## config.mk

```make
export PLATFORM = sky130hd
export DESIGN_NAME = lsu_top
export DESIGN_NICKNAME = d
export VERILOG_FILES = /design/src/design/lsu_pkg.sv /design/src/design/lsu_request_gen.sv /design/src/design/lsu_txn_fifo.sv /design/src/design/lsu_rdata_align.sv /design/src/design/lsu_top.sv
export VERILOG_INCLUDE_DIRS = /design/src /design/src/design
export SDC_FILE = /design/constraint.sdc
export NUM_CORES = 1
export LEC_CHECK = 0
export BUFFER_PORTS_ARGS = -buffer_cell sky130_fd_sc_hd__buf_4
export CORE_UTILIZATION = 30
export DETAILED_ROUTE_END_ITERATION = 8
export GPL_ROUTABILITY_DRIVEN = 0
export GPL_TIMING_DRIVEN = 0
export MAX_ROUTING_LAYER = met4
export SYNTH_ARGS = -nofsm -noshare
export SYNTH_HDL_FRONTEND = slang
export SYNTH_SLANG_ARGS = --single-unit
```

## constraint.sdc

```tcl
create_clock -name clk -period 11.4 [get_ports clk]
set_clock_uncertainty 0.2 [all_clocks]
set_input_delay 2.28 -clock clk [delete_from_list [all_inputs] [get_ports clk]]
set_output_delay 2.28 -clock clk [all_outputs]
set_load 0.005 [all_outputs]
```

## src/design/lsu_config.svh

```systemverilog
////////////////////////////////////////////////////////////////////////////
// Global sizing for the load/store unit
// Include this in any file that needs bus widths or the limit on
// outstanding bus transactions
////////////////////////////////////////////////////////////////////////////

`ifndef LSU_CONFIG_SVH
`define LSU_CONFIG_SVH

////////////////////////////////////////////////////////////////////////////
// Bus geometry
////////////////////////////////////////////////////////////////////////////

// Byte address width of the data bus
`define LSU_ADDR_W 32

// One bus word
`define LSU_DATA_W 32

// One enable per byte lane
`define LSU_BE_W 4

////////////////////////////////////////////////////////////////////////////
// Pipelining
////////////////////////////////////////////////////////////////////////////

// Bus transactions that may be granted before their response arrives
`define LSU_MAX_OUTSTANDING 2

`endif

```

## src/design/lsu_pkg.sv

```systemverilog
////////////////////////////////////////////////////////////////////////////
// Shared types of the load/store unit
// Execute-side operation, bus request and response, per-transaction
// record and the returned result
////////////////////////////////////////////////////////////////////////////

`default_nettype none

`include "lsu_config.svh"

package lsu_pkg;

  // Access size, same coding as funct3[1:0] of loads and stores
  typedef enum logic [1:0] {
    lsu_size_byte = 2'b00,
    lsu_size_half = 2'b01,
    lsu_size_word = 2'b10
  } lsu_size_e;

  // One memory operation from the execute stage
  typedef struct packed {
    logic                   we;      // Store when set
    lsu_size_e              size;
    logic                   sext;    // Sign extend load data
    logic [`LSU_ADDR_W-1:0] base;    // rs1
    logic [`LSU_ADDR_W-1:0] offset;  // Immediate
    logic [`LSU_DATA_W-1:0] wdata;   // rs2, not yet lane aligned
  } lsu_op_t;

  // Request toward the data memory
  typedef struct packed {
    logic [`LSU_ADDR_W-1:0] addr;    // Word aligned on a second part
    logic                   we;
    logic [`LSU_BE_W-1:0]   be;
    logic [`LSU_DATA_W-1:0] wdata;   // Already rotated into lanes
  } lsu_bus_req_t;

  // Response from the data memory
  typedef struct packed {
    logic [`LSU_DATA_W-1:0] rdata;
    logic                   err;
  } lsu_bus_rsp_t;

  // Kept per granted transaction until its response returns
  typedef struct packed {
    logic      we;
    lsu_size_e size;
    logic      sext;
    logic [1:0] offset;              // Byte offset of the operation
    logic      last;                 // Low only on the first part of a split
  } lsu_txn_info_t;

  // One result per operation
  typedef struct packed {
    logic [`LSU_DATA_W-1:0] rdata;   // Don't care for stores
    logic                   err;     // OR over all parts
  } lsu_result_t;

endpackage

`default_nettype wire

```

## src/design/lsu_request_gen.sv

```systemverilog
////////////////////////////////////////////////////////////////////////////
// Execute-side half of the load/store unit
// Forms the address, splits accesses that cross a word, builds byte
// enables and lane-rotated store data, and drives the bus request
////////////////////////////////////////////////////////////////////////////

`timescale 1ns/1ps
`default_nettype none

`include "lsu_config.svh"

module lsu_request_gen (
  input  wire logic                  clk,
  input  wire logic                  rst_n,

  // Execute stage
  input  wire logic                  op_valid_i,
  input  wire lsu_pkg::lsu_op_t      op_i,
  output logic                       op_ready_o,

  // Bus request channel
  output logic                       bus_req_o,
  output lsu_pkg::lsu_bus_req_t      bus_req_data_o,
  input  wire logic                  bus_gnt_i,

  // Transaction record
  input  wire logic                  txn_full_i,
  output logic                       txn_push_o,
  output lsu_pkg::lsu_txn_info_t     txn_info_o
);

  import lsu_pkg::*;

  localparam int mask_w = 2 * `LSU_BE_W;      // Lanes of two adjacent words

  logic [`LSU_ADDR_W-1:0]   addr;             // Effective address
  logic [`LSU_ADDR_W-1:0]   next_word_addr;   // Word after addr, for second part
  logic [1:0]               addr_off;         // Byte within the word
  logic [`LSU_BE_W-1:0]     size_mask;        // Lanes of the access at offset 0
  logic [mask_w-1:0]        lane_mask;        // Lanes spread over two words
  logic [2*`LSU_DATA_W-1:0] wdata_dup;        // Doubled store data for rotation
  logic                     split_q;          // Second part in progress
  logic                     split_first;      // First part of a two-word access
  logic                     granted;          // Bus accepted this cycle

  ////////////////////////////////////////////////////////////////////////////
  // Address
  ////////////////////////////////////////////////////////////////////////////

  assign addr           = op_i.base + op_i.offset;
  assign addr_off       = addr[1:0];
  assign next_word_addr = {addr[`LSU_ADDR_W-1:2] + 1'b1, 2'b00};

  ////////////////////////////////////////////////////////////////////////////
  // Byte lanes
  ////////////////////////////////////////////////////////////////////////////

  always_comb begin
    case (op_i.size)
      lsu_size_byte: size_mask = 4'b0001;
      lsu_size_half: size_mask = 4'b0011;
      default:       size_mask = 4'b1111;     // Word
    endcase
  end

  // Upper nibble holds whatever spills into the next word
  assign lane_mask = {{`LSU_BE_W{1'b0}}, size_mask} << addr_off;

  // Misaligned word, or halfword at offset 3
  assign split_first = op_valid_i && !split_q && (|lane_mask[mask_w-1:`LSU_BE_W]);

  // Rotate left by the byte offset, same rotation serves both parts
  assign wdata_dup = {op_i.wdata, op_i.wdata} << {addr_off, 3'b000};

  ////////////////////////////////////////////////////////////////////////////
  // Bus request
  ////////////////////////////////////////////////////////////////////////////

  assign bus_req_o = op_valid_i && !txn_full_i;  // Held low while the record is full
  assign granted   = bus_req_o && bus_gnt_i;

  always_comb begin
    bus_req_data_o.addr  = split_q ? next_word_addr : addr;
    bus_req_data_o.we    = op_i.we;
    bus_req_data_o.be    = split_q ? lane_mask[mask_w-1:`LSU_BE_W]
                                   : lane_mask[`LSU_BE_W-1:0];
    bus_req_data_o.wdata = wdata_dup[2*`LSU_DATA_W-1:`LSU_DATA_W];
  end

  // Accept the op only once its last part is granted
  assign op_ready_o = granted && !split_first;

  // One record per granted transaction
  assign txn_push_o        = granted;
  assign txn_info_o.we     = op_i.we;
  assign txn_info_o.size   = op_i.size;
  assign txn_info_o.sext   = op_i.sext;
  assign txn_info_o.offset = addr_off;
  assign txn_info_o.last   = !split_first;

  // Split phase, dropped whenever the execute stage goes idle
  always_ff @(posedge clk or negedge rst_n) begin
    if (!rst_n) begin
      split_q <= 1'b0;
    end else if (!op_valid_i) begin
      split_q <= 1'b0;
    end else if (granted) begin
      split_q <= split_first;                   // Set at first part, clear at second
    end
  end

  ////////////////////////////////////////////////////////////////////////////
  // Checks
  ////////////////////////////////////////////////////////////////////////////

  // Both halves of a split are built from the same operation
  op_stable_a : assert property (@(posedge clk) disable iff (!rst_n)
    op_valid_i && !op_ready_o |=> $stable(op_i));

endmodule

`default_nettype wire

```

## src/design/lsu_txn_fifo.sv

```systemverilog
////////////////////////////////////////////////////////////////////////////
// In-order record of bus transactions awaiting a response
// Pushed at each grant, popped at each response, and its fill level
// doubles as the outstanding-transaction count
////////////////////////////////////////////////////////////////////////////

`timescale 1ns/1ps
`default_nettype none

`include "lsu_config.svh"

module lsu_txn_fifo (
  input  wire logic                  clk,
  input  wire logic                  rst_n,
  input  wire logic                  push_i,
  input  wire lsu_pkg::lsu_txn_info_t info_i,
  input  wire logic                  pop_i,
  output lsu_pkg::lsu_txn_info_t     head_o,   // Oldest outstanding record
  output logic                       full_o,   // Limit reached, no new request
  output logic                       busy_o    // Anything in flight
);

  import lsu_pkg::*;

  localparam int depth = `LSU_MAX_OUTSTANDING;
  localparam int ptr_w = (depth > 1) ? $clog2(depth) : 1;
  localparam int cnt_w = $clog2(depth + 1);

  lsu_txn_info_t    mem [depth];              // Record storage
  logic [ptr_w-1:0] wr_ptr_q;
  logic [ptr_w-1:0] rd_ptr_q;
  logic [cnt_w-1:0] count_q;                  // Outstanding transactions

  // Wrap explicitly so any depth works
  function automatic logic [ptr_w-1:0] ptr_inc(input logic [ptr_w-1:0] ptr);
    ptr_inc = (ptr == ptr_w'(depth - 1)) ? '0 : ptr + 1'b1;
  endfunction

  always_ff @(posedge clk or negedge rst_n) begin
    if (!rst_n) begin
      wr_ptr_q <= '0;
      rd_ptr_q <= '0;
      count_q  <= '0;
    end else begin
      if (push_i) wr_ptr_q <= ptr_inc(wr_ptr_q);
      if (pop_i)  rd_ptr_q <= ptr_inc(rd_ptr_q);
      case ({push_i, pop_i})
        2'b10:   count_q <= count_q + 1'b1;
        2'b01:   count_q <= count_q - 1'b1;
        default: count_q <= count_q;          // Idle, or grant and response together
      endcase
    end
  end

  // Storage only
  always_ff @(posedge clk) begin
    if (push_i) begin
      mem[wr_ptr_q] <= info_i;
    end
  end

  assign head_o = mem[rd_ptr_q];
  assign full_o = (count_q == cnt_w'(depth));
  assign busy_o = (count_q != '0);

  ////////////////////////////////////////////////////////////////////////////
  // Checks
  ////////////////////////////////////////////////////////////////////////////

  // A response with nothing granted means the bus broke ordering
  no_pop_empty_a : assert property (@(posedge clk) disable iff (!rst_n)
    pop_i |-> (count_q != '0));

  // Request side must honour full_o
  no_push_full_a : assert property (@(posedge clk) disable iff (!rst_n)
    push_i |-> !full_o || pop_i);

endmodule

`default_nettype wire

```

## src/design/lsu_rdata_align.sv

```systemverilog
////////////////////////////////////////////////////////////////////////////
// Response-side half of the load/store unit
// Joins the two words of a split load, shifts the addressed bytes down,
// extends them, and merges bus errors into a single result per operation
////////////////////////////////////////////////////////////////////////////

`timescale 1ns/1ps
`default_nettype none

`include "lsu_config.svh"

module lsu_rdata_align (
  input  wire logic                   clk,
  input  wire logic                   rst_n,
  input  wire logic                   rvalid_i,
  input  wire lsu_pkg::lsu_bus_rsp_t  rsp_i,
  input  wire lsu_pkg::lsu_txn_info_t head_i,    // Record of the responding transaction
  output logic                        res_valid_o,
  output lsu_pkg::lsu_result_t        res_o
);

  import lsu_pkg::*;

  logic [`LSU_DATA_W-1:0]   first_rdata_q;      // Low word of a split load
  logic                     first_err_q;        // Error of the first part
  logic                     is_split;           // Operation spans two words
  logic [2*`LSU_DATA_W-1:0] rdata_full;
  logic [2*`LSU_DATA_W-1:0] rdata_aligned;      // Only low word is used
  logic [`LSU_DATA_W-1:0]   rdata_ext;

  // Same rule as the request side, rebuilt from the record
  assign is_split = ((head_i.size == lsu_size_word) && (head_i.offset != 2'b00)) ||
                    ((head_i.size == lsu_size_half) && (head_i.offset == 2'b11));

  ////////////////////////////////////////////////////////////////////////////
  // First part capture
  ////////////////////////////////////////////////////////////////////////////

  // Data word only matters for loads
  always_ff @(posedge clk) begin
    if (rvalid_i && !head_i.last && !head_i.we) begin
      first_rdata_q <= rsp_i.rdata;
    end
  end

  always_ff @(posedge clk or negedge rst_n) begin
    if (!rst_n) begin
      first_err_q <= 1'b0;
    end else if (rvalid_i && !head_i.last) begin
      first_err_q <= rsp_i.err;                 // Held until the second part returns
    end
  end

  ////////////////////////////////////////////////////////////////////////////
  // Realign and extend
  ////////////////////////////////////////////////////////////////////////////

  // Unsplit: doubling lets the shift wrap the word around
  assign rdata_full = is_split ? {rsp_i.rdata, first_rdata_q}
                               : {rsp_i.rdata, rsp_i.rdata};

  assign rdata_aligned = rdata_full >> {head_i.offset, 3'b000};

  always_comb begin
    case (head_i.size)
      lsu_size_byte: rdata_ext = {{(`LSU_DATA_W-8){head_i.sext && rdata_aligned[7]}},
                                  rdata_aligned[7:0]};
      lsu_size_half: rdata_ext = {{(`LSU_DATA_W-16){head_i.sext && rdata_aligned[15]}},
                                  rdata_aligned[15:0]};
      default:       rdata_ext = rdata_aligned[`LSU_DATA_W-1:0];   // Word
    endcase
  end

  // Result only on the last part
  assign res_valid_o = rvalid_i && head_i.last;
  assign res_o.rdata = rdata_ext;
  assign res_o.err   = rsp_i.err || (is_split && first_err_q);

endmodule

`default_nettype wire

```

## src/design/lsu_top.sv

```systemverilog
////////////////////////////////////////////////////////////////////////////
// Load/store unit top level
// Request generator feeds the bus and the transaction record, the
// aligner turns bus responses into one result per operation
////////////////////////////////////////////////////////////////////////////

`timescale 1ns/1ps
`default_nettype none

module lsu_top (
  input  wire logic                  clk,
  input  wire logic                  rst_n,

  // Execute stage
  input  wire logic                  op_valid_i,
  input  wire lsu_pkg::lsu_op_t      op_i,
  output logic                       op_ready_o,

  // Data bus
  output logic                       bus_req_o,
  output lsu_pkg::lsu_bus_req_t      bus_req_data_o,
  input  wire logic                  bus_gnt_i,
  input  wire logic                  bus_rvalid_i,
  input  wire lsu_pkg::lsu_bus_rsp_t bus_rsp_i,

  // Write-back
  output logic                       res_valid_o,
  output lsu_pkg::lsu_result_t       res_o,
  output logic                       busy_o
);

  import lsu_pkg::*;

  logic          txn_push;
  lsu_txn_info_t txn_info;                      // Record of the granted transaction
  lsu_txn_info_t txn_head;                      // Record of the responding one
  logic          txn_full;

  lsu_request_gen u_request_gen (
    .clk            (clk),
    .rst_n          (rst_n),
    .op_valid_i     (op_valid_i),
    .op_i           (op_i),
    .op_ready_o     (op_ready_o),
    .bus_req_o      (bus_req_o),
    .bus_req_data_o (bus_req_data_o),
    .bus_gnt_i      (bus_gnt_i),
    .txn_full_i     (txn_full),
    .txn_push_o     (txn_push),
    .txn_info_o     (txn_info)
  );

  // Responses are in order, so every rvalid retires the head
  lsu_txn_fifo u_txn_fifo (
    .clk    (clk),
    .rst_n  (rst_n),
    .push_i (txn_push),
    .info_i (txn_info),
    .pop_i  (bus_rvalid_i),
    .head_o (txn_head),
    .full_o (txn_full),
    .busy_o (busy_o)
  );

  lsu_rdata_align u_rdata_align (
    .clk         (clk),
    .rst_n       (rst_n),
    .rvalid_i    (bus_rvalid_i),
    .rsp_i       (bus_rsp_i),
    .head_i      (txn_head),
    .res_valid_o (res_valid_o),
    .res_o       (res_o)
  );

endmodule

`default_nettype wire

```

==> results.md <==
• **die span in y** 146 um
• **routed wire length** 20700 um
• **clock slew at the register clock pins of the worst setup and hold paths** 60 ps
• **async set-reset flop share out of synthesis** 13.6%
• **cell at the slowest stage of the critical path** nor4_2
• **Post-CTS Hold Buffers** 0
• **Power Dens Cells** 150 nW/um^2
• **Setup crit end kind** output port
• **worst setup slack after layout** 3350 ps
• **Slew @ Worst Pin** 848 ps
• **number of enable flip-flop cells after synthesis** 38
• **arrival time of the worst setup path** 5570 ps
• **cells along the critical path** buf_4 -> ha_1 -> fa_1 -> a211oi_2 -> o21a_1 -> o21ai_1 -> a211o_1 -> nor4_2 -> nand4_2 -> nor3_4 -> nand4_1 -> xnor3_1 -> buf_4
• **startpoint of the worst setup timing path** op_i[32]
• **CTS tree** built
• **setup repair after global routing missed its margin** no
• **post-synthesis register bit count** 44
• **worst IR drop on VDD** 0.0728 mV
• **Max H-tree Level** 2
• **Area Growth Syn to Fin** 38.1%
• **kind of cell adding the most delay to the critical path** simple AND/OR/NAND/NOR gates
• **combinational family with the most area after synthesis** compound AO/OA/AOI/OAI gates
• **DRT iter0 DRCs** 339
• **layout cell share with drive strength beyond 1** 36.4%
• **startpoint type of the worst setup path** input pin
• **Die X-Extent** 146 um
• **post-detailed-route count of antenna-violating nets** 0
• **Power Total** 0.00129 W
• **total number of cells along the worst setup path** 13
• **via count** 6570
• **share of synthesized area occupied by flip-flops and latches** 20.7%
• **cell repeated most along the worst path** buf_4
• **area of the multi-input gates** 4700 sq um
• **Root Buffer Master** clkbuf_16
• **syn nets** 876
• **Total Neg Setup Slack** 0 ps
• **later-pin clock latency in the skew report** 290 ps
• **multiplexer share of the synthesized area** 20.6%
• **Post-Syn Area** 6220 sq um
• **first-pass GRT wire length** 32700 um
• **number of instances in the synthesized netlist** 704
• **worst relative slew slack** 43.5%
• **Crit Reg-Reg Endpoint** u_rdata_align.first_rdata_q[24]
• **starting utilization of the core area** 30.7%
• **CP Buf/Inv Count** 2
• **slack of the worst reg-to-reg path** 9330 ps
• **longest individual stage delay on the worst path** 520 ps
• **Core Rows** 52
• **Core ar.** 20300 sq um
• **maximum number of pins on one net before global-route repair** 18
• **post-CTS resize count** 0
• **TritonCTS Buffers** 5
• **number of synthesis warnings** 0
• **first drt pass iteration count** 5
• **setup repair bufs after CTS** 0
• **area fraction in and, or, nand and nor cells after synthesis** 18.2%
• **IO Port Bufs** 243
• **endpoint required time on the critical path** 8920 ps
• **top-level I/O count** 244
• **drt wl/cell** 16.9 um
• **HPWL Detailed** 17000 um
• **count of cells along the worst register-to-register path** 5
• **arithmetic-cell share of the synthesized area counting full adders, half adders and majority gates** 6.96%
• **final global-route overflow total** 0
• **result of the run** complete, no violations
• **number of antenna cells inserted** 0
• **Compound-Gate Fraction of Synth Area** 20.7%
• **Total GRT Usage** 19.5%
• **flip-flop and latch area** 1290 sq um
• **final-report setup violation count** 0
• **XOR/XNOR share of the synthesized area** 9.05%
• **critical path endpoint** bus_req_data_o[68]
• **average cell area after synthesis** 8.84 sq um
• **clk sink count** 44
• **final critical-path required period** 8050 ps
• **Filler Cell Count** 2125
• **max-capacitance violation count** 0
• **CTS Buffer Depth** 2
• **startpoint of the worst-slack reg-to-reg timing path** u_txn_fifo.rd_ptr_q
• **number of pins with negative max-slew slack in the final report** 0
• **Setup WS pre-CTS** 3330 ps
• **distinct cell type count after synthesis** 72
• **P_leak** 3.58 nW
• **final worst path period share** 70.6%
• **dominant synthesized flop cell** edfxtp_1
• **antenna violations before repair** 0
• **maximum fanout encountered on the critical timing path** 5
• **worst hold path type** flip-flop to flip-flop
• **type of the worst setup path** input pin to output port
• **number of global-route vias before repair** 6144
• **Hold Vio Cnt, Final** 0
• **Finished Core Util** 42.3%
• **# nets final** 1127
• **f_max** 0.124 GHz
• **hold slack** 286 ps
• **Via-to-Cell Ratio** 5.36
• **number of remaining DRC errors** 0
• **die footprint** 21300 sq um
logic make-up (layout without fill, tap and decap cells):
| kind of cell | count (synthesis) | after routing |
|---|---|---|
| AO/OA/AOI/OAI | 200 | 200 |
| XOR/XNOR | 61 | 61 |
| adder cells (fa/ha/maj) | 34 | 34 |
| buffers and inverters | 53 | 305 |
| flip-flops | 44 | 44 |
| multiplexers | 85 | 85 |
| AND/OR/NAND/NOR | 227 | 227 |
flip-flops by register name (all words and copies together) (netlist names):
signal and count:
u_rdata_align.first_err_q 1, u_rdata_align.first_rdata_q 24, u_request_gen.split_q 1, u_txn_fifo.count_q 2, u_txn_fifo.mem 14, u_txn_fifo.rd_ptr_q 1
u_txn_fifo.wr_ptr_q 1
placed cells by master (no fill, tap or decap), types with 14 or more instances in the layout:
master	count
mux2i_1	38
o21ai_0	82
nand2_1	91
edfxtp_1	38
clkbuf_1	22
xnor2_1	39
buf_4	247
mux2_2	14
ha_1	33
nor2_1	37
a21oi_1	34
mux4_2	33
xor2_1	19
nand3_1	28
nand4_1	14
routing by layer:
layer | vias to the layer above | track usage [%] | wire length [um]
met1 | 3064 | 26.4 | 9200
met5 | - | - | 0
met2 | 293 | 31.3 | 9800
met4 | 0 | 4.27 | 293
met3 | 24 | 2.00 | 1370
li1 | 3189 | - | -
how the worst min path moves through the flow:
stage | startpoint | to | slack, ps | cells after the start
CTS | u_txn_fifo.count_q[1] | u_txn_fifo.count_q[1] | 290 | 1
floorplan | u_txn_fifo.count_q[1] | u_txn_fifo.count_q[1] | 250 | 1
finish | u_txn_fifo.count_q[1] | u_txn_fifo.count_q[1] | 290 | 1
global placement | u_txn_fifo.count_q[1] | u_txn_fifo.count_q[1] | 270 | 1
detailed placement | u_txn_fifo.count_q[1] | u_txn_fifo.count_q[1] | 280 | 1
global route | u_txn_fifo.count_q[1] | u_txn_fifo.count_q[1] | 330 | 1
through the flow:
step                instances  instance area (sq um)
floorplan                 704                   6220
global placement         1217                   8390
detailed placement       1218                   8420
CTS                      1226                   8590
global route             1226                   8590
finish                   1226                   8590
synthesized netlist by cell type (3+ instances only):
master | n | area share [%]
xnor2_1 | 39 | 5.5
ha_1 | 33 | 6.6
o211ai_2 | 3 | 0.60
nor4_1 | 3 | 0.30
buf_1 | 7 | 0.42
edfxtp_1 | 38 | 18
a21boi_0 | 3 | 0.36
a211oi_1 | 6 | 0.72
nand3_1 | 28 | 2.3
a31oi_1 | 5 | 0.50
o22ai_1 | 6 | 0.60
nor2_1 | 37 | 2.2
mux2i_1 | 38 | 6.1
a211o_1 | 3 | 0.42
a21oi_1 | 34 | 2.7
o31ai_1 | 4 | 0.48
and2_1 | 6 | 0.60
nor2b_1 | 7 | 0.70
o211ai_1 | 3 | 0.36
o21ai_1 | 8 | 0.64
nand4_2 | 3 | 0.60
mux2_2 | 14 | 2.5
nor3_1 | 13 | 1.0
o21a_1 | 4 | 0.48
o21ai_0 | 82 | 6.6
inv_1 | 6 | 0.36
mux4_2 | 33 | 12
and3_1 | 9 | 0.90
nand4_1 | 14 | 1.4
xor2_1 | 19 | 2.7
clkbuf_1 | 22 | 1.3
buf_4 | 4 | 0.48
o21bai_1 | 5 | 0.60
dfrtp_1 | 6 | 2.4
a21o_1 | 8 | 0.97
buf_2 | 13 | 1.0
nand2_1 | 91 | 5.5
worst reg2reg max path, stage by stage (launching register included):
cell,delay [ps]
dfrtp_1,370
buf_2,210
nor3_1,200
a21oi_1,70
nor2b_2,490
buf_16,230
where the power goes:
group	switching [W]	internal (W)	leakage, nW	total [W]
clock network	0.0000623	0.000110	0.0871	0.000172
logic	0.000474	0.000429	3.08	0.000903
registers	0.0000111	0.000203	0.419	0.000214
total	0.000547	0.000741	3.58	0.00129
final cells by class:
cell class	count	area share (%)
Timing Repair Buffer	244	21.5
Buffer	47	2.43
Sequential cell	44	15.0
Multi-Input combinational cell	607	54.7
Clock buffer	6	1.62
Clock inverter	2	0.451
Inverter	6	0.262
Tap cell	270	3.93
No activity file was read; power rests on OpenSTA's default activity.
